==> src/hdl/phold_pkg.sv <==
package phold_pkg;

   localparam int LP_ID_W  = 3;
   localparam int TIME_W   = 16;
   localparam int RND_W    = 8;
   localparam int OFFSET_W = 8;
   localparam int MSG_W    = 32;
   localparam int HIST_W   = 32;
   localparam int MIN_GAP  = 10;   // Least time between an event and its child

   typedef logic [LP_ID_W-1:0] lp_id_t;
   typedef logic [TIME_W-1:0]  sim_time_t;
   typedef logic [RND_W-1:0]   rnd_t;
   typedef logic [MSG_W-1:0]   msg_t;          // {zeros, type, target, time}
   typedef logic [HIST_W-1:0]  hist_entry_t;   // {zeros, target, offset, type, time}

   localparam logic EVT_REGULAR = 1'b0;
   localparam logic EVT_CANCEL  = 1'b1;

   typedef enum logic [2:0] {
      IDLE,
      STALL,
      READ_HIST,
      PROC_EVT,
      WRITE_HIST,
      EMIT
   } core_state_t;

   function automatic msg_t make_msg(logic typ, lp_id_t target, sim_time_t t);
      return {{(MSG_W-TIME_W-LP_ID_W-1){1'b0}}, typ, target, t};
   endfunction

   function automatic sim_time_t msg_time(msg_t m);
      return m[TIME_W-1:0];
   endfunction

   function automatic lp_id_t msg_target(msg_t m);
      return m[TIME_W +: LP_ID_W];
   endfunction

   function automatic logic msg_type(msg_t m);
      return m[TIME_W+LP_ID_W];
   endfunction

   function automatic hist_entry_t make_entry(logic typ, lp_id_t target,
                                              logic [OFFSET_W-1:0] offset, sim_time_t t);
      return {{(HIST_W-LP_ID_W-OFFSET_W-1-TIME_W){1'b0}}, target, offset, typ, t};
   endfunction

   function automatic sim_time_t entry_time(hist_entry_t e);
      return e[TIME_W-1:0];
   endfunction

   function automatic logic entry_type(hist_entry_t e);
      return e[TIME_W];
   endfunction

   // Cancels the child that a history entry spawned
   function automatic msg_t spawned_cancel(hist_entry_t e);
      sim_time_t offset;
      offset = sim_time_t'(e[TIME_W+1 +: OFFSET_W]);
      return make_msg(EVT_CANCEL, e[TIME_W+1+OFFSET_W +: LP_ID_W], entry_time(e) + offset);
   endfunction

endpackage

==> src/hdl/event_fifo.sv <==
`timescale 1ns/1ps

module event_fifo #(
   parameter int DEPTH_BITS = 4
) (
   input  logic                   clk,
   input  logic                   rst_n,
   input  logic                   clear,
   input  logic                   wr_en,
   input  phold_pkg::hist_entry_t din,
   input  logic                   rd_en,
   output phold_pkg::hist_entry_t dout,
   output logic                   empty,
   output logic [DEPTH_BITS:0]    count
);

   localparam int DEPTH = 2 ** DEPTH_BITS;

   phold_pkg::hist_entry_t mem [DEPTH];
   logic [DEPTH_BITS-1:0]  wr_ptr;
   logic [DEPTH_BITS-1:0]  rd_ptr;
   logic                   do_wr;
   logic                   do_rd;

   assign do_wr = wr_en && (count != (DEPTH_BITS+1)'(DEPTH));   // Full buffer drops the write
   assign do_rd = rd_en && !empty;
   assign empty = (count == '0);
   assign dout  = mem[rd_ptr];   // Head shows before the read strobe

   always_ff @(posedge clk) begin
      if (!rst_n || clear) begin
         wr_ptr <= '0;
         rd_ptr <= '0;
         count  <= '0;
      end else begin
         if (do_wr) begin
            wr_ptr <= wr_ptr + 1;
         end
         if (do_rd) begin
            rd_ptr <= rd_ptr + 1;
         end
         case ({do_wr, do_rd})
            2'b10:   count <= count + 1;
            2'b01:   count <= count - 1;
            default: count <= count;
         endcase
      end
   end

   always_ff @(posedge clk) begin
      if (do_wr) begin
         mem[wr_ptr] <= din;
      end
   end

endmodule

==> src/hdl/history_filter.sv <==
`timescale 1ns/1ps

module history_filter (
   input  logic                   clk,
   input  logic                   rst_n,
   input  logic                   start,
   input  logic                   entry_vld,
   input  phold_pkg::hist_entry_t entry,
   input  logic                   cur_type,
   input  phold_pkg::sim_time_t   cur_time,
   input  phold_pkg::sim_time_t   gvt,
   output logic                   keep_entry,
   output logic                   rollback,
   output logic                   matched,
   output logic                   gen_cancel,
   output phold_pkg::msg_t        cancel_msg
);

   phold_pkg::sim_time_t e_time;
   logic                 e_type;
   logic                 expired;
   logic                 twin;
   logic                 straggler;
   logic                 both_regular;

   assign e_time = phold_pkg::entry_time(entry);
   assign e_type = phold_pkg::entry_type(entry);

   // Rules apply in order, an earlier hit masks the later ones
   assign expired = (e_time < gvt);   // Below GVT, can never be rolled back

   // Only the first twin annihilates
   assign twin = !expired && !matched && (e_type != cur_type) && (e_time == cur_time);

   assign both_regular = (cur_type == phold_pkg::EVT_REGULAR) &&
                         (e_type == phold_pkg::EVT_REGULAR);
   assign straggler    = !expired && !twin && both_regular && (e_time > cur_time);

   assign keep_entry = entry_vld && !expired && !twin && !straggler;
   assign rollback   = entry_vld && straggler;

   always_ff @(posedge clk) begin
      if (!rst_n || start) begin
         matched    <= 1'b0;
         gen_cancel <= 1'b0;
      end else if (entry_vld && twin) begin
         matched    <= 1'b1;
         gen_cancel <= (cur_type == phold_pkg::EVT_CANCEL);   // Twin already spawned a child
      end
   end

   // The child of the annihilated twin must be cancelled too
   always_ff @(posedge clk) begin
      if (entry_vld && twin && cur_type == phold_pkg::EVT_CANCEL) begin
         cancel_msg <= phold_pkg::spawned_cancel(entry);
      end
   end

endmodule

==> src/hdl/phold_core_ctrl.sv <==
`timescale 1ns/1ps

module phold_core_ctrl #(
   parameter int HIST_DEPTH_BITS = 4
) (
   input  logic                                          clk,
   input  logic                                          rst_n,
   input  logic                                          event_valid,
   input  phold_pkg::msg_t                               cur_event_msg,
   input  phold_pkg::sim_time_t                          global_time,
   input  phold_pkg::rnd_t                               random_in,
   input  logic                                          stall,
   output logic                                          ready,
   output logic                                          active,
   output logic                                          hist_rq,
   output logic                                          hist_wr_en,
   output logic [phold_pkg::LP_ID_W+HIST_DEPTH_BITS-1:0] hist_addr,
   input  logic [HIST_DEPTH_BITS-1:0]                    hist_size,
   input  logic                                          hist_access_grant,
   output logic                                          entry_vld,
   output logic                                          start,
   output phold_pkg::lp_id_t                             cur_lp,
   output logic                                          cur_type,
   output phold_pkg::sim_time_t                          cur_time,
   output phold_pkg::sim_time_t                          gvt,
   input  logic                                          matched,
   output logic                                          new_entry_wr,
   output phold_pkg::hist_entry_t                        new_entry,
   output phold_pkg::msg_t                               new_msg,
   input  logic                                          wb_empty,
   output logic                                          wb_rd_en,
   output logic                                          emit_start,
   input  logic                                          emit_done
);

   typedef logic [phold_pkg::OFFSET_W-1:0] offset_t;

   phold_pkg::core_state_t     state;
   phold_pkg::core_state_t     state_nxt;
   phold_pkg::rnd_t            rnd;
   logic [HIST_DEPTH_BITS-1:0] slot;
   logic                       granted;
   logic                       last_read;
   offset_t                    new_offset;
   phold_pkg::lp_id_t          new_target;

   assign ready  = (state == phold_pkg::IDLE);
   assign active = !ready;
   assign start  = ready && event_valid;   // Also clears filter flags and both buffers

   always_ff @(posedge clk) begin
      if (start) begin
         cur_lp   <= phold_pkg::msg_target(cur_event_msg);
         cur_type <= phold_pkg::msg_type(cur_event_msg);
         cur_time <= phold_pkg::msg_time(cur_event_msg);
         gvt      <= global_time;
         rnd      <= random_in;
      end
   end

   // Child event, MIN_GAP plus up to 31 ahead, target from the top random bits
   assign new_offset = offset_t'(phold_pkg::MIN_GAP) + offset_t'(rnd[4:0]);
   assign new_target = rnd[phold_pkg::RND_W-1 -: phold_pkg::LP_ID_W];
   assign new_msg    = phold_pkg::make_msg(phold_pkg::EVT_REGULAR, new_target,
                                           cur_time + phold_pkg::sim_time_t'(new_offset));
   assign new_entry  = phold_pkg::make_entry(cur_type, new_target, new_offset, cur_time);
   assign new_entry_wr = (state == phold_pkg::PROC_EVT) && !matched;   // Annihilated events vanish

   // History memory sequencing
   assign hist_rq = ((state == phold_pkg::READ_HIST) && (hist_size != '0)) ||
                    ((state == phold_pkg::WRITE_HIST) && !wb_empty);
   assign hist_wr_en = (state == phold_pkg::WRITE_HIST);
   assign hist_addr  = {cur_lp, slot};   // LP base plus slot
   assign granted    = hist_rq && hist_access_grant;
   assign entry_vld  = granted && (state == phold_pkg::READ_HIST);
   assign wb_rd_en   = granted && (state == phold_pkg::WRITE_HIST);
   assign last_read  = entry_vld && (slot == hist_size - 1);
   assign emit_start = (state == phold_pkg::WRITE_HIST) && wb_empty;

   always_comb begin
      state_nxt = state;
      case (state)
         phold_pkg::IDLE: begin
            if (event_valid) begin
               state_nxt = stall ? phold_pkg::STALL : phold_pkg::READ_HIST;
            end
         end
         phold_pkg::STALL: begin
            if (!stall) begin
               state_nxt = phold_pkg::READ_HIST;
            end
         end
         phold_pkg::READ_HIST: begin
            if (hist_size == '0 || last_read) begin   // Empty history skips the reads
               state_nxt = phold_pkg::PROC_EVT;
            end
         end
         phold_pkg::PROC_EVT: state_nxt = phold_pkg::WRITE_HIST;
         phold_pkg::WRITE_HIST: begin
            if (wb_empty) begin
               state_nxt = phold_pkg::EMIT;
            end
         end
         phold_pkg::EMIT: begin
            if (emit_done) begin
               state_nxt = phold_pkg::IDLE;
            end
         end
         default: state_nxt = phold_pkg::IDLE;
      endcase
   end

   always_ff @(posedge clk) begin
      if (!rst_n) begin
         state <= phold_pkg::IDLE;
         slot  <= '0;
      end else begin
         state <= state_nxt;
         if (start || last_read) begin
            slot <= '0;   // Writes restart at slot 0
         end else if (granted) begin
            slot <= slot + 1;
         end
      end
   end

endmodule

==> src/hdl/event_emitter.sv <==
`timescale 1ns/1ps

module event_emitter (
   input  logic                   clk,
   input  logic                   rst_n,
   input  logic                   emit_start,
   output logic                   emit_done,
   input  logic                   matched,
   input  logic                   gen_cancel,
   input  phold_pkg::msg_t        cancel_msg,
   input  logic                   cur_type,
   input  phold_pkg::lp_id_t      cur_lp,
   input  phold_pkg::msg_t        new_msg,
   input  phold_pkg::hist_entry_t rbk_entry,
   input  logic                   rbk_empty,
   output logic                   rbk_rd_en,
   input  logic                   ack,
   output logic                   new_event_ready,
   output phold_pkg::msg_t        out_event_msg
);

   phold_pkg::msg_t first_msg;
   phold_pkg::msg_t null_msg;
   phold_pkg::msg_t rbk_cancel;
   phold_pkg::msg_t rbk_regular;
   logic            reissue;   // Head entry still owes its re-issued event
   logic            take;

   assign null_msg    = phold_pkg::make_msg(phold_pkg::EVT_CANCEL, '0, '0);
   assign rbk_cancel  = phold_pkg::spawned_cancel(rbk_entry);
   assign rbk_regular = phold_pkg::make_msg(phold_pkg::EVT_REGULAR, cur_lp,
                                            phold_pkg::entry_time(rbk_entry));

   always_comb begin
      if (matched && gen_cancel) begin
         first_msg = cancel_msg;
      end else if (matched || cur_type == phold_pkg::EVT_CANCEL) begin
         first_msg = null_msg;   // Nothing new to spawn
      end else begin
         first_msg = new_msg;
      end
   end

   assign take      = new_event_ready && ack;
   assign emit_done = take && !reissue && rbk_empty;
   assign rbk_rd_en = take && reissue;   // Pop once both messages are out

   always_ff @(posedge clk) begin
      if (!rst_n) begin
         new_event_ready <= 1'b0;
         reissue         <= 1'b0;
      end else if (emit_start) begin
         new_event_ready <= 1'b1;
         reissue         <= 1'b0;
      end else if (take) begin
         new_event_ready <= !emit_done;
         reissue         <= !reissue && !rbk_empty;
      end
   end

   // Message holds until ack
   always_ff @(posedge clk) begin
      if (emit_start) begin
         out_event_msg <= first_msg;
      end else if (take && !rbk_empty) begin
         out_event_msg <= reissue ? rbk_regular : rbk_cancel;
      end
   end

endmodule

==> src/hdl/phold_core.sv <==
`timescale 1ns/1ps

module phold_core #(
   parameter int HIST_DEPTH_BITS = 4
) (
   input  logic                                          clk,
   input  logic                                          rst_n,
   input  logic                                          event_valid,
   input  phold_pkg::msg_t                               cur_event_msg,
   input  phold_pkg::sim_time_t                          global_time,
   input  phold_pkg::rnd_t                               random_in,
   input  logic                                          stall,
   output logic                                          ready,
   output logic                                          active,
   output logic                                          new_event_ready,
   output phold_pkg::msg_t                               out_event_msg,
   input  logic                                          ack,
   output logic                                          hist_rq,
   output logic                                          hist_wr_en,
   output logic [phold_pkg::LP_ID_W+HIST_DEPTH_BITS-1:0] hist_addr,
   output phold_pkg::hist_entry_t                        hist_data_wr,
   input  phold_pkg::hist_entry_t                        hist_data_rd,
   input  logic                                          hist_access_grant,
   input  logic [HIST_DEPTH_BITS-1:0]                    hist_size
);

   logic                   entry_vld;
   logic                   start;
   phold_pkg::lp_id_t      cur_lp;
   logic                   cur_type;
   phold_pkg::sim_time_t   cur_time;
   phold_pkg::sim_time_t   gvt;
   logic                   keep_entry;
   logic                   rollback;
   logic                   matched;
   logic                   gen_cancel;
   phold_pkg::msg_t        cancel_msg;
   logic                   new_entry_wr;
   phold_pkg::hist_entry_t new_entry;
   phold_pkg::msg_t        new_msg;
   logic                   wb_wr_en;
   phold_pkg::hist_entry_t wb_din;
   logic                   wb_empty;
   logic                   wb_rd_en;
   phold_pkg::hist_entry_t rbk_entry;
   logic                   rbk_empty;
   logic                   rbk_rd_en;
   logic                   emit_start;
   logic                   emit_done;

   // Survivors first, new event record last
   assign wb_wr_en = keep_entry || new_entry_wr;
   assign wb_din   = new_entry_wr ? new_entry : hist_data_rd;

   phold_core_ctrl #(
      .HIST_DEPTH_BITS (HIST_DEPTH_BITS)
   ) ctrl (
      .clk, .rst_n, .event_valid, .cur_event_msg, .global_time, .random_in, .stall,
      .ready, .active, .hist_rq, .hist_wr_en, .hist_addr, .hist_size, .hist_access_grant,
      .entry_vld, .start, .cur_lp, .cur_type, .cur_time, .gvt, .matched,
      .new_entry_wr, .new_entry, .new_msg, .wb_empty, .wb_rd_en, .emit_start, .emit_done
   );

   history_filter filter (
      .clk, .rst_n, .start, .entry_vld, .entry (hist_data_rd), .cur_type, .cur_time, .gvt,
      .keep_entry, .rollback, .matched, .gen_cancel, .cancel_msg
   );

   event_emitter emitter (
      .clk, .rst_n, .emit_start, .emit_done, .matched, .gen_cancel, .cancel_msg,
      .cur_type, .cur_lp, .new_msg, .rbk_entry, .rbk_empty, .rbk_rd_en,
      .ack, .new_event_ready, .out_event_msg
   );

   event_fifo #(
      .DEPTH_BITS (HIST_DEPTH_BITS)
   ) wb_buffer (
      .clk, .rst_n, .clear (start), .wr_en (wb_wr_en), .din (wb_din),
      .rd_en (wb_rd_en), .dout (hist_data_wr), .empty (wb_empty), .count ()
   );

   // Straggler victims waiting for cancel and re-issue
   event_fifo #(
      .DEPTH_BITS (HIST_DEPTH_BITS)
   ) rbk_buffer (
      .clk, .rst_n, .clear (start), .wr_en (rollback), .din (hist_data_rd),
      .rd_en (rbk_rd_en), .dout (rbk_entry), .empty (rbk_empty), .count ()
   );

endmodule

==> config.mk <==
export PLATFORM = sky130hd
export DESIGN_NAME = phold_core
export DESIGN_NICKNAME = d
export VERILOG_FILES = /design/src/hdl/phold_pkg.sv /design/src/hdl/event_fifo.sv /design/src/hdl/history_filter.sv /design/src/hdl/phold_core_ctrl.sv /design/src/hdl/event_emitter.sv /design/src/hdl/phold_core.sv
export SDC_FILE = /design/constraint.sdc
export NUM_CORES = 1
export LEC_CHECK = 0
export BUFFER_PORTS_ARGS = -buffer_cell sky130_fd_sc_hd__buf_4
export CAP_MARGIN = 40
export CORE_ASPECT_RATIO = 2
export CORE_UTILIZATION = 40
export CTS_BUF_LIST = sky130_fd_sc_hd__clkbuf_4 sky130_fd_sc_hd__clkbuf_8
export CTS_CLUSTER_SIZE = 28
export DETAILED_ROUTE_END_ITERATION = 6
export PLACE_DENSITY_LB_ADDON = 0.25
export SYNTH_ARGS = -nofsm -noshare
export SYNTH_HDL_FRONTEND = slang
export SYNTH_SLANG_ARGS = --single-unit
==> constraint.sdc <==
create_clock -name clk -period 6.4 [get_ports clk]
set_input_delay 1.28 -clock clk [delete_from_list [all_inputs] [get_ports clk]]
set_output_delay 1.28 -clock clk [all_outputs]
set_load 0.01 [all_outputs]
# Word-level counts from Yosys, hierarchy flattened

Memories as Yosys holds them, arrays and structs flattened. A register that Yosys moved wholly into a read port is not among the register bits.
Index checks and enable logic that the tools add are counted.

Memories kept: 2
Logic and storage cells: 145
Flip-flop bits (word level): 132
RAM bits: 1,024

$add $sub $neg: 14
Mux-type cells: 25
Equal/unequal tests: 19
Reduce and logical (&&, ||, !) cells: 61
Bitwise logic cells: 3
Magnitude comparators: 2

Memory list:

| name           | depth | bits a word | rd ports | clocked after memory_dff | wr ports | line             | source |
|---|---|---|---|---|---|---|---|
| rbk_buffer.mem | 16    | 32          | 1        | 1                        | 1        | event_fifo.sv:19 | `phold_pkg::hist_entry_t mem [DEPTH];` |
| wb_buffer.mem  | 16    | 32          | 1        | 1                        | 1        | event_fifo.sv:19 |  |

Operators with widths:

| operator                                             | count |
|---|---|
| two-way mux 32 bit                                   | 4 |
| adder 16 x 8 -> 16 bit                               | 3 |
| two-way mux 20 bit                                   | 2 |
| logical AND 1 bit                                    | 33 |
| equality test 4 x 32 -> 1 bit                        | 1 |
| adder 4 x 1 -> 4 bit (second input constant)         | 5 |
| case mux 5 bit (2 select lines)                      | 2 |
| case mux 3 bit (6 select lines)                      | 1 |
| equality test 16 bit                                 | 1 |
| > comparator 16 bit                                  | 1 |
| < comparator 16 bit                                  | 1 |
| two-way mux 4 bit                                    | 4 |
| two-way mux 3 bit                                    | 5 |
| adder 5 x 1 -> 5 bit (second input constant)         | 2 |
| logical NOT 1 bit                                    | 10 |
| logical NOT 5 bit                                    | 2 |
| inequality test 5 bit (second input constant)        | 2 |
| subtractor 5 x 1 -> 5 bit (second input constant)    | 2 |
| nonzero test 2 bit                                   | 4 |
| adder 4 x 5 -> 6 bit (first input constant)          | 1 |
| equality test 3 x 2 -> 1 bit (second input constant) | 2 |
| equality test 3 bit (second input constant)          | 2 |
| logical OR 1 bit                                     | 6 |
| two-way mux 1 bit                                    | 6 |
| 14 further kinds                                     | 22 |

# Logic depth before layout (Yosys ltp)

Gate-level depths: netlist of run 1.

Word-level depth: 15
Depth in mapped cells: 20

# Hierarchy

From an unflattened synthesis of run 1, not the netlist that was laid out.

Cell total of the unflattened synthesis: 2,516
Area, all modules: 47,812.1 um^2

By module, submodules not included:

| module          | cells an instance | times used | seq. area each (um^2) | area each (um^2) |
|---|---|---|---|---|
| event_fifo      | 911               | 2          | 15,715.1              | 20,126.8 |
| phold_core_ctrl | 222               | 1          | 1,461.4               | 2,738.9 |
| event_emitter   | 210               | 1          | 1,001.0               | 2,190.9 |
| history_filter  | 225               | 1          | 610.6                 | 2,082.0 |
| phold_core      | 37                | 1          | 0.0                   | 546.8 |

# Worst setup path after synthesis of run 1

OpenSTA, ideal clock, no wires.

Path type: input-to-reg
Start point: input hist_data_rd[14]
End point: memory rbk_buffer.mem[7][0] (netlist bit) (enable)
Data arrival time: 5.330 ns
Setup time: 0.479 ns
Path slack: 0.590 ns
Stages: 8
Cell sequence: ha_1 > nand4_1 > or3_1 > a21oi_1 > o31ai_1 > nand4bb_1 > buf_2 > nor4_1

Word-level cells in the longest chain between the ends: 13
Elaborated cells between the ends (all ways): 15

RTL lines:

| element                                   | line                                       | source |
|---|---|---|
| start, declared                           | phold_core.sv:22                           | `input phold_pkg::hist_entry_t hist_data_rd,` |
| < comparator 16 bit                       | history_filter.sv:30                       | `assign expired = (e_time < gvt);` |
| logical NOT 1 bit                         | history_filter.sv:33, history_filter.sv:37 |  |
| logical AND 1 bit (3 in series)           | history_filter.sv:33                       | `assign twin = !expired && !matched && (e_type != cur_type) && (e_time == cur_time);` |
| logical NOT 1 bit                         | history_filter.sv:37                       | `assign straggler = !expired && !twin && both_regular && (e_time > cur_time);` |
| logical AND 1 bit (2 in series)           | history_filter.sv:37                       |  |
| logical AND 1 bit *                       | history_filter.sv:37                       |  |
| logical AND 1 bit *                       | history_filter.sv:40                       | `assign rollback = entry_vld && straggler;` |
| logical AND 1 bit *                       | event_fifo.sv:25                           | `assign do_wr = wr_en && (count != (DEPTH_BITS+1)'(DEPTH));` |
| two-way mux 1 bit *                       | event_fifo.sv:51                           | `if (do_wr) begin` |
| two-way mux 1 bit (implied by the code) * | event_fifo.sv:52                           | `mem[wr_ptr] <= din;` |
| end, declared                             | event_fifo.sv:19                           |  |

Every way passes the cells marked *; elsewhere a longest branch is shown, timed or not.

==> impl_metrics.py, run 1 <==
metrics = {
    "sta": {
        "final.setup.tns_ns": 0,
        "period_share_pct": 76.2,
        "report.final.setup_viol": 0,
        "rsz0062_at_grt": "no",
        "slew-limit-headroom_pct": 40.5,
        "hold_viol_final": 0,
        "final.setup_skew_ns": 0.0293,
        "max_slew.worst_pin.slew_ns": 0.892,
        "achievable-frequency_mhz": 205,
        "finalCriticalPeriod_ns": 4.88,
        "report.final.slew_viol_count": 0,
    },
    "global_routing": {
        "grt_overflow_total": 0,
        "grt_pass1_wl_um": 162000,
        "number_of_global_route_vias_before_repair": 24000,
        "number_of_antenna_violations_at_the_first_check_in_global_routing": 4,
        "grt_start_max_net_pins": 56,
        "grt_usage_pct": 20.7,
    },
    "final_layout": {
        "drive_gt1_share_pct": 31.5,
        "finish.instance_area_um2": 49800,
        "syn2layout_area_growth_pct": 14.7,
        "nets": 2677,
        "instances_no_fill": 3990,
    },
    "floorplanning": {
        "floorplan.die.width_um": 235,
        "cell_row_count": 170,
        "coreArea_um2": 107000,
        "die_area_um2": 110000,
        "top_level_ports": 174,
        "die_y_um": 468,
        "floorplan.initialDensity_pct": 40.4,
    },
    "place": {
        "final_gp_congestion": 0.897,
        "dp.final_hpwl_um": 72600,
        "count_of_port_buffers_added_during_placement": 149,
        "numPlacedInstances": 3726,
        "postPlaceCellArea_um2": 46900,
    },
    "logic_synthesis": {
        "synth_compound_area_share_pct": 2.78,
        "synth-adder-area-share_pct": 2.37,
        "synthesis.yosys.warnings": 0,
        "post_synthesis_instance_total": 2201,
        "summed_instance_area_of_the_synthesized_netlist_um2": 43400,
        "synth_xor_area_share_pct": 1.19,
        "synth_seq_cells": 1072,
        "combinational_family_with_the_most_area_after_synthesis": "multiplexers",
        "synth-seq-area-share_pct": 73.1,
        "library_cells_used_by_synthesis": 63,
        "synth_edf_count": 1027,
        "async_reset_ff_share_pct": 0,
        "ys.flop_type": "sky130_fd_sc_hd__edfxtp_1",
        "synth_mux_area_share_pct": 15.3,
        "syn_area_per_cell_um2": 19.7,
        "synth-simple-area-share_pct": 3.53,
    },
    "routing": {
        "num_vias": 22500,
        "drc": 0,
        "drt_pre_antenna_iters": 7,
        "initialDrtViolationCount": 2128,
        "totalWireLength_um": 113000,
        "route.detailed.wl_per_inst_um": 28.3,
        "ant_nets": 0,
        "viasPerCell": 5.64,
    },
    "setup_path": {
        "cp.required_ns": 7.04,
        "category_of_the_most_critical_setup_path": "flop to flop",
        "worstPathMaxFanout": 34,
        "end_kind": "flop",
        "critPathArrivalTime_ns": 5.51,
        "critical_path.startpoint_type": "flop",
    },
    "run": {
        "cap_violations": 0,
    },
    "cts": {
        "clock-sinks": 1072,
        "cts_max_level": 4,
        "postCtsSetupRepairBufs": 0,
        "ctsLongestPathBuffers": 3,
        "cts_tree": "yes",
        "clk_transition_reported_paths_ns": 0.07,
        "cts_hold_buffers": 0,
        "cts_made_buffers": 147,
        "cts_root_buf": "sky130_fd_sc_hd__clkbuf_8",
        "ctsResizeCount": 0,
        "clk_latency_ns": 0.84,
    },
    "pwr": {
        "power-per-cell-area_nw_per_um2": 280,
        "vdd.ir_drop.worst_mv": 0.169,
        "power.static_leakage_nw": 16.2,
    },
    "run_status": {
        "outcome": "finished clean",
    },
    "worst_hold_path": {
        "timing.hold.worst.class": "flop to flop",
    },
}
==> critical path: stages (launching register included) <==
cell and delay [ns]:
sky130_fd_sc_hd__dfxtp_4 0.85, sky130_fd_sc_hd__buf_12 0.32, sky130_fd_sc_hd__mux4_2 0.53, sky130_fd_sc_hd__mux4_2 0.55, sky130_fd_sc_hd__ha_1 0.26, sky130_fd_sc_hd__inv_1 0.09, sky130_fd_sc_hd__fa_1 0.19, sky130_fd_sc_hd__nor2b_1 0.06
sky130_fd_sc_hd__o21ai_0 0.24, sky130_fd_sc_hd__a21oi_1 0.17, sky130_fd_sc_hd__o21ai_0 0.67, sky130_fd_sc_hd__nor3_1 0.12, sky130_fd_sc_hd__xor2_1 0.19, sky130_fd_sc_hd__a22oi_1 0.32
==> worst paths after layout <==
check        slack, ns               from  depth (start not counted)                   endpoint
max reg2reg       1.52               flop                         13  emitter.out_event_msg[14]
max               1.52               flop                         13  emitter.out_event_msg[14]
min               0.50  filter.gen_cancel                          2          filter.gen_cancel
min reg2reg       0.50  filter.gen_cancel                          2          filter.gen_cancel
==> sequential cells by signal, summed over array words and instances, names as in the netlist, 4 cells and up, named ones only <==
signal	cells
rbk_buffer.rd_ptr	4
wb_buffer.mem	512
wb_buffer.wr_ptr	4
ctrl.gvt	16
rbk_buffer.mem	432
ctrl.slot	4
ctrl.cur_time	16
rbk_buffer.wr_ptr	4
emitter.out_event_msg	20
ctrl.rnd	8
filter.cancel_msg	19
rbk_buffer.count	5
wb_buffer.count	5
wb_buffer.rd_ptr	4
==> Yosys cell counts, drive strengths merged, types with 5 or more instances <==
| cell type | instances | share of area (%) |
|---|---|---|
| inv | 70 | 0.60 |
| clkbuf | 59 | 0.51 |
| nor2 | 71 | 0.62 |
| xor2 | 22 | 0.44 |
| nor4 | 6 | 0.086 |
| nor2b | 18 | 0.26 |
| a22oi | 13 | 0.22 |
| nand4 | 13 | 0.19 |
| a31oi | 7 | 0.12 |
| and3 | 23 | 0.33 |
| edfxtp | 1027 | 71 |
| nand3 | 9 | 0.10 |
| nor3 | 14 | 0.16 |
| o21ai | 54 | 0.63 |
| a221oi | 14 | 0.28 |
| o31ai | 6 | 0.10 |
| or3 | 7 | 0.10 |
| a21oi | 59 | 0.68 |
| dfxtp | 45 | 2.1 |
| mux2i | 12 | 0.28 |
| o211ai | 8 | 0.14 |
| mux4 | 288 | 15 |
| and2 | 25 | 0.36 |
| nand2 | 103 | 0.89 |
| buf | 52 | 0.67 |
| a211oi | 5 | 0.086 |
| ha | 76 | 2.2 |
| xnor2 | 37 | 0.75 |
| a21o | 6 | 0.10 |
==> power by group <==
group          switching, mW  internal [mW]  total (mW)
clock                   2.57           2.71        5.28
combinational          0.534          0.279       0.813
sequential            0.0558           7.82        7.88
==> logic make-up after synthesis <==
family,Yosys count
flip-flops,1072
AO/OA/AOI/OAI,194
XOR/XNOR,59
other,1
AND/OR/NAND/NOR,312
adder cells (fa/ha/maj),80
buffers and inverters,181
multiplexers,302
==> layout make-up <==
class | count | area (um2)
fillers | 8962 | 57600
flip-flops and latches | 1072 | 31800
multi-input cells | 959 | 11000
clock buffers | 194 | 2410
repair buffers | 249 | 2150
well taps | 1376 | 1720
clock inverters | 68 | 502
inverters | 70 | 263
diodes | 2 | 5.00
==> through the flow <==
step	util (%)	power, mW	hold WS [ns]	worst slack, ns
after floorplan	-	8.42	0.452	0.590
final	46.4	14.0	0.498	1.52
after CTS	46.4	14.1	0.501	1.37
after global routing	46.4	14.4	0.541	1.30
after global placement	43.5	8.79	0.470	0.873
after detailed placement	43.7	8.84	0.476	0.885
==> cell usage in the layout, fill, tap and decap left out, types with 6 or more instances in the layout <==
cell type                       n
sky130_fd_sc_hd__a22oi_1       13
sky130_fd_sc_hd__a21oi_1       59
sky130_fd_sc_hd__a21o_1         6
sky130_fd_sc_hd__nand2_1      102
sky130_fd_sc_hd__nand3_1        9
sky130_fd_sc_hd__clkinv_2      18
sky130_fd_sc_hd__xor2_1        22
sky130_fd_sc_hd__buf_12        16
sky130_fd_sc_hd__or3_1          6
sky130_fd_sc_hd__and2_1        15
sky130_fd_sc_hd__conb_1        12
sky130_fd_sc_hd__and2_2        10
sky130_fd_sc_hd__clkinv_1      32
sky130_fd_sc_hd__dfxtp_1       38
sky130_fd_sc_hd__edfxtp_1    1027
sky130_fd_sc_hd__clkinvlp_4     7
sky130_fd_sc_hd__a221oi_1      14
sky130_fd_sc_hd__mux2i_1       12
sky130_fd_sc_hd__nor2b_1       18
sky130_fd_sc_hd__o31ai_1        6
sky130_fd_sc_hd__clkbuf_8     152
sky130_fd_sc_hd__inv_1         69
sky130_fd_sc_hd__xnor2_1       37
sky130_fd_sc_hd__o21ai_0       51
sky130_fd_sc_hd__nand4_1       13
sky130_fd_sc_hd__nor2_1        70
sky130_fd_sc_hd__bufinv_16      6
sky130_fd_sc_hd__clkbuf_4      42
sky130_fd_sc_hd__mux4_2       288
sky130_fd_sc_hd__and3_2        20
sky130_fd_sc_hd__nor3_1        13
sky130_fd_sc_hd__buf_4        227
sky130_fd_sc_hd__o211ai_1       8
sky130_fd_sc_hd__ha_1          76
sky130_fd_sc_hd__a31oi_1        6
==> routing by layer <==
metal | global-route usage (%) | share of wire [%] | vias up
met5 | 0 | 0 | -
met4 | 8.64 | 3.8 | 0
met3 | 3.68 | 5.7 | 229
met2 | 38.1 | 54 | 868
met1 | 23.6 | 36 | 11800
li1 | - | - | 9541
No activity file was read; power rests on OpenSTA's default activity.
==> inputs of run 2 (changes only) <==
Clock period 6.4 ns to 5 ns, I/O delays scaled along.
==> run 2 against run 1 <==
  * Global-route usage increased by 0.57 points
  * Cell area grew 1.1%
  * Die area did not move
  * Combinational power up 32%
  * First-iteration DRC count down 4.7%
  * Largest power group unchanged
  * Hold slack got worse by 0.16 ns
  * Clock skew up 0.0042 ns
  * Via count increased by 0.27%
  * Clock power is 27% higher
  * Critical path type is now flop to output pin
  * Routed wire length is 2.1% higher
  * Count of clock-buffer cells in the layout did not move
  * Sequential cell count stayed put
==> impl_metrics.py, run 2 (same netlist as run 1, synthesis figures left out) <==
metrics = {
    "final_layout": {
        "regMostFlops": "wb_buffer.mem",
        "nets": 2710,
        "instances_no_fill": 4023,
        "final_cell_mix": "sky130_fd_sc_hd__edfxtp_1, sky130_fd_sc_hd__mux4_2, sky130_fd_sc_hd__buf_4",
        "layout_commonest_cell": "sky130_fd_sc_hd__edfxtp_1",
        "syn2layout_area_growth_pct": 16.0,
        "fillCellCount": 8939,
        "drive_gt1_share_pct": 32.0,
        "largest_reg_flops": 512,
        "layout_top_registers": "wb_buffer.mem: 512 flops, rbk_buffer.mem: 432 flops, emitter.out_event_msg: 20 flops",
    },
    "sta": {
        "report.final.slew_viol_count": 0,
        "max_slew.worst_pin.slew_ns": 0.938,
        "final.hold.worst_slack_ns": 0.333,
        "period_share_pct": 85.6,
        "final.setup_skew_ns": 0.0335,
        "hold_viol_final": 0,
        "finalCriticalPeriod_ns": 4.28,
        "slew-limit-headroom_pct": 37.5,
        "report.final.setup_viol": 0,
        "worst_slack_ns": 0.719,
        "achievable-frequency_mhz": 234,
        "rsz0062_at_grt": "no",
    },
    "cts": {
        "ctsResizeCount": 0,
        "cts_hold_buffers": 0,
        "clk_latency_ns": 0.85,
        "cts_tree": "yes",
        "cts_made_buffers": 148,
        "clock-sinks": 1072,
        "ctsLongestPathBuffers": 3,
        "postCtsSetupRepairBufs": 0,
        "cts_max_level": 4,
        "clk_transition_reported_paths_ns": 0.07,
        "cts_root_buf": "sky130_fd_sc_hd__clkbuf_8",
    },
    "pwr": {
        "vdd.ir_drop.worst_mv": 0.265,
        "power_mw": 17.9,
        "power-per-cell-area_nw_per_um2": 355,
        "power.static_leakage_nw": 16.4,
    },
    "routing": {
        "ant_nets": 0,
        "wl_met3_um": 5670,
        "initialDrtViolationCount": 2028,
        "drc": 0,
        "totalWireLength_um": 115000,
        "route.detailed.wl_per_inst_um": 28.6,
        "drt-met1-wl_um": 42600,
        "drt_pre_antenna_iters": 5,
        "route.top_layer_used": "met4",
        "viasPerCell": 5.60,
        "met2_wirelength_um": 62500,
        "num_vias": 22500,
    },
    "setup_path": {
        "critical_path_buf_inv_count": 2,
        "worstSetupPathDepth": 4,
        "critPathArrivalTime_ns": 3.28,
        "cp.required_ns": 4.00,
        "end_kind": "output pin",
        "cp_top_family": "multiplexers",
        "cp_common_cell": "sky130_fd_sc_hd__mux4_2",
        "timing.rr.end": "emitter.out_event_msg[14]",
        "crit_path_top_delay_cell": "sky130_fd_sc_hd__dfxtp_4",
        "timing.critical_path.cells": "buf_12 -> mux4_2 -> mux4_2 -> buf_4",
        "worst_path_largest_cell_delay_ns": 0.73,
        "timing.reg2reg.worst_path_depth": 12,
        "critical_path.startpoint_type": "flop",
        "timing.reg2reg.setup_slack_ns": 0.80,
        "worstPathMaxFanout": 33,
        "critical_path.endpoint": "hist_data_wr[20]",
        "category_of_the_most_critical_setup_path": "flop to output pin",
    },
    "floorplanning": {
        "coreArea_um2": 107000,
        "die_area_um2": 110000,
        "top_level_ports": 174,
        "floorplan.die.width_um": 235,
        "cell_row_count": 170,
        "die_y_um": 468,
        "floorplan.initialDensity_pct": 40.4,
    },
    "run": {
        "cap_violations": 0,
    },
    "run_status": {
        "outcome": "finished clean",
    },
    "global_routing": {
        "number_of_global_route_vias_before_repair": 24100,
        "number_of_antenna_violations_at_the_first_check_in_global_routing": 3,
        "grt_pass1_wl_um": 166000,
        "grt_overflow_total": 0,
        "grt_start_max_net_pins": 58,
        "grt_usage_pct": 21.3,
    },
    "place": {
        "count_of_port_buffers_added_during_placement": 149,
        "pre_cts_ws_ns": 0.316,
        "final_gp_congestion": 0.889,
        "dp.final_hpwl_um": 75900,
        "numPlacedInstances": 3758,
    },
    "worst_hold_path": {
        "timing.hold.worst.class": "primary input to flop",
    },
}
[run 2: changes by cell type in the layout (fill, tap and decap cells not counted), sizes merged]
cell	before	now
bufinv	6	5
clkinv	52	54
buf	249	281
diode	2	3
clkinvlp	7	4
inv	73	75
[run 2: layout make-up]
| cell class | count | area [um2] | share of cell area (%) |
|---|---|---|---|
| Clock inverter | 68 | 454 | 0.901 |
| Tap cell | 1376 | 1720 | 3.42 |
| Antenna cell | 3 | 7.51 | 0.0149 |
| Clock buffer | 194 | 2420 | 4.80 |
| Inverter | 70 | 263 | 0.521 |
| Multi-Input combinational cell | 959 | 11000 | 21.9 |
| Timing Repair Buffer | 281 | 2750 | 5.45 |
| Sequential cell | 1072 | 31800 | 63.0 |
[run 2: per-stage QoR]
stage / utilization, % / area (um2) / setup TNS, ns
global placement: 44.1 / 47300 / 0
detailed placement: 44.2 / 47500 / 0
CTS: 46.9 / 50400 / 0
global route: 46.9 / 50400 / 0
floorplan: - / 43500 / -28.61
finish: 46.9 / 50400 / 0
[run 2: worst reg2reg max path, delay by kind of cell, from the launching register on]
kind | cells | cell delay (ns)
xor+xnor | 1 | 0.24
simple gates | 2 | 0.38
flops | 1 | 0.48
fa+ha+maj | 1 | 0.37
compound gates | 4 | 0.84
mux | 2 | 1.14
buf+inv | 2 | 0.49
[run 2: worst min path at each step]
stage          slack, ns         startpoint  cells after the start                 to
2_1_floorplan       0.45  filter.gen_cancel                      2  filter.gen_cancel
3_3_place_gp        0.47  filter.gen_cancel                      2  filter.gen_cancel
3_5_place_dp        0.49  filter.gen_cancel                      2  filter.gen_cancel
4_1_cts             0.26     global_time[2]                      1        ctrl.gvt[2]
5_1_grt             0.27  cur_event_msg[13]                      1  ctrl.cur_time[13]
6_report            0.33     global_time[2]                      1        ctrl.gvt[2]
[run 2: metal layers]
layer | vias up | GRT usage, %
li1 | 9608 | -
met1 | 12000 | 24.5
met2 | 725 | 39.1
met3 | 226 | 3.59
met4 | 0 | 8.71
met5 | - | 0
[run 2: where the power goes]
group	switching [mW]	total [mW]	internal (mW)
logic	0.710	1.07	0.364
registers	0.0717	10.1	10.0
clock network	3.31	6.73	3.42
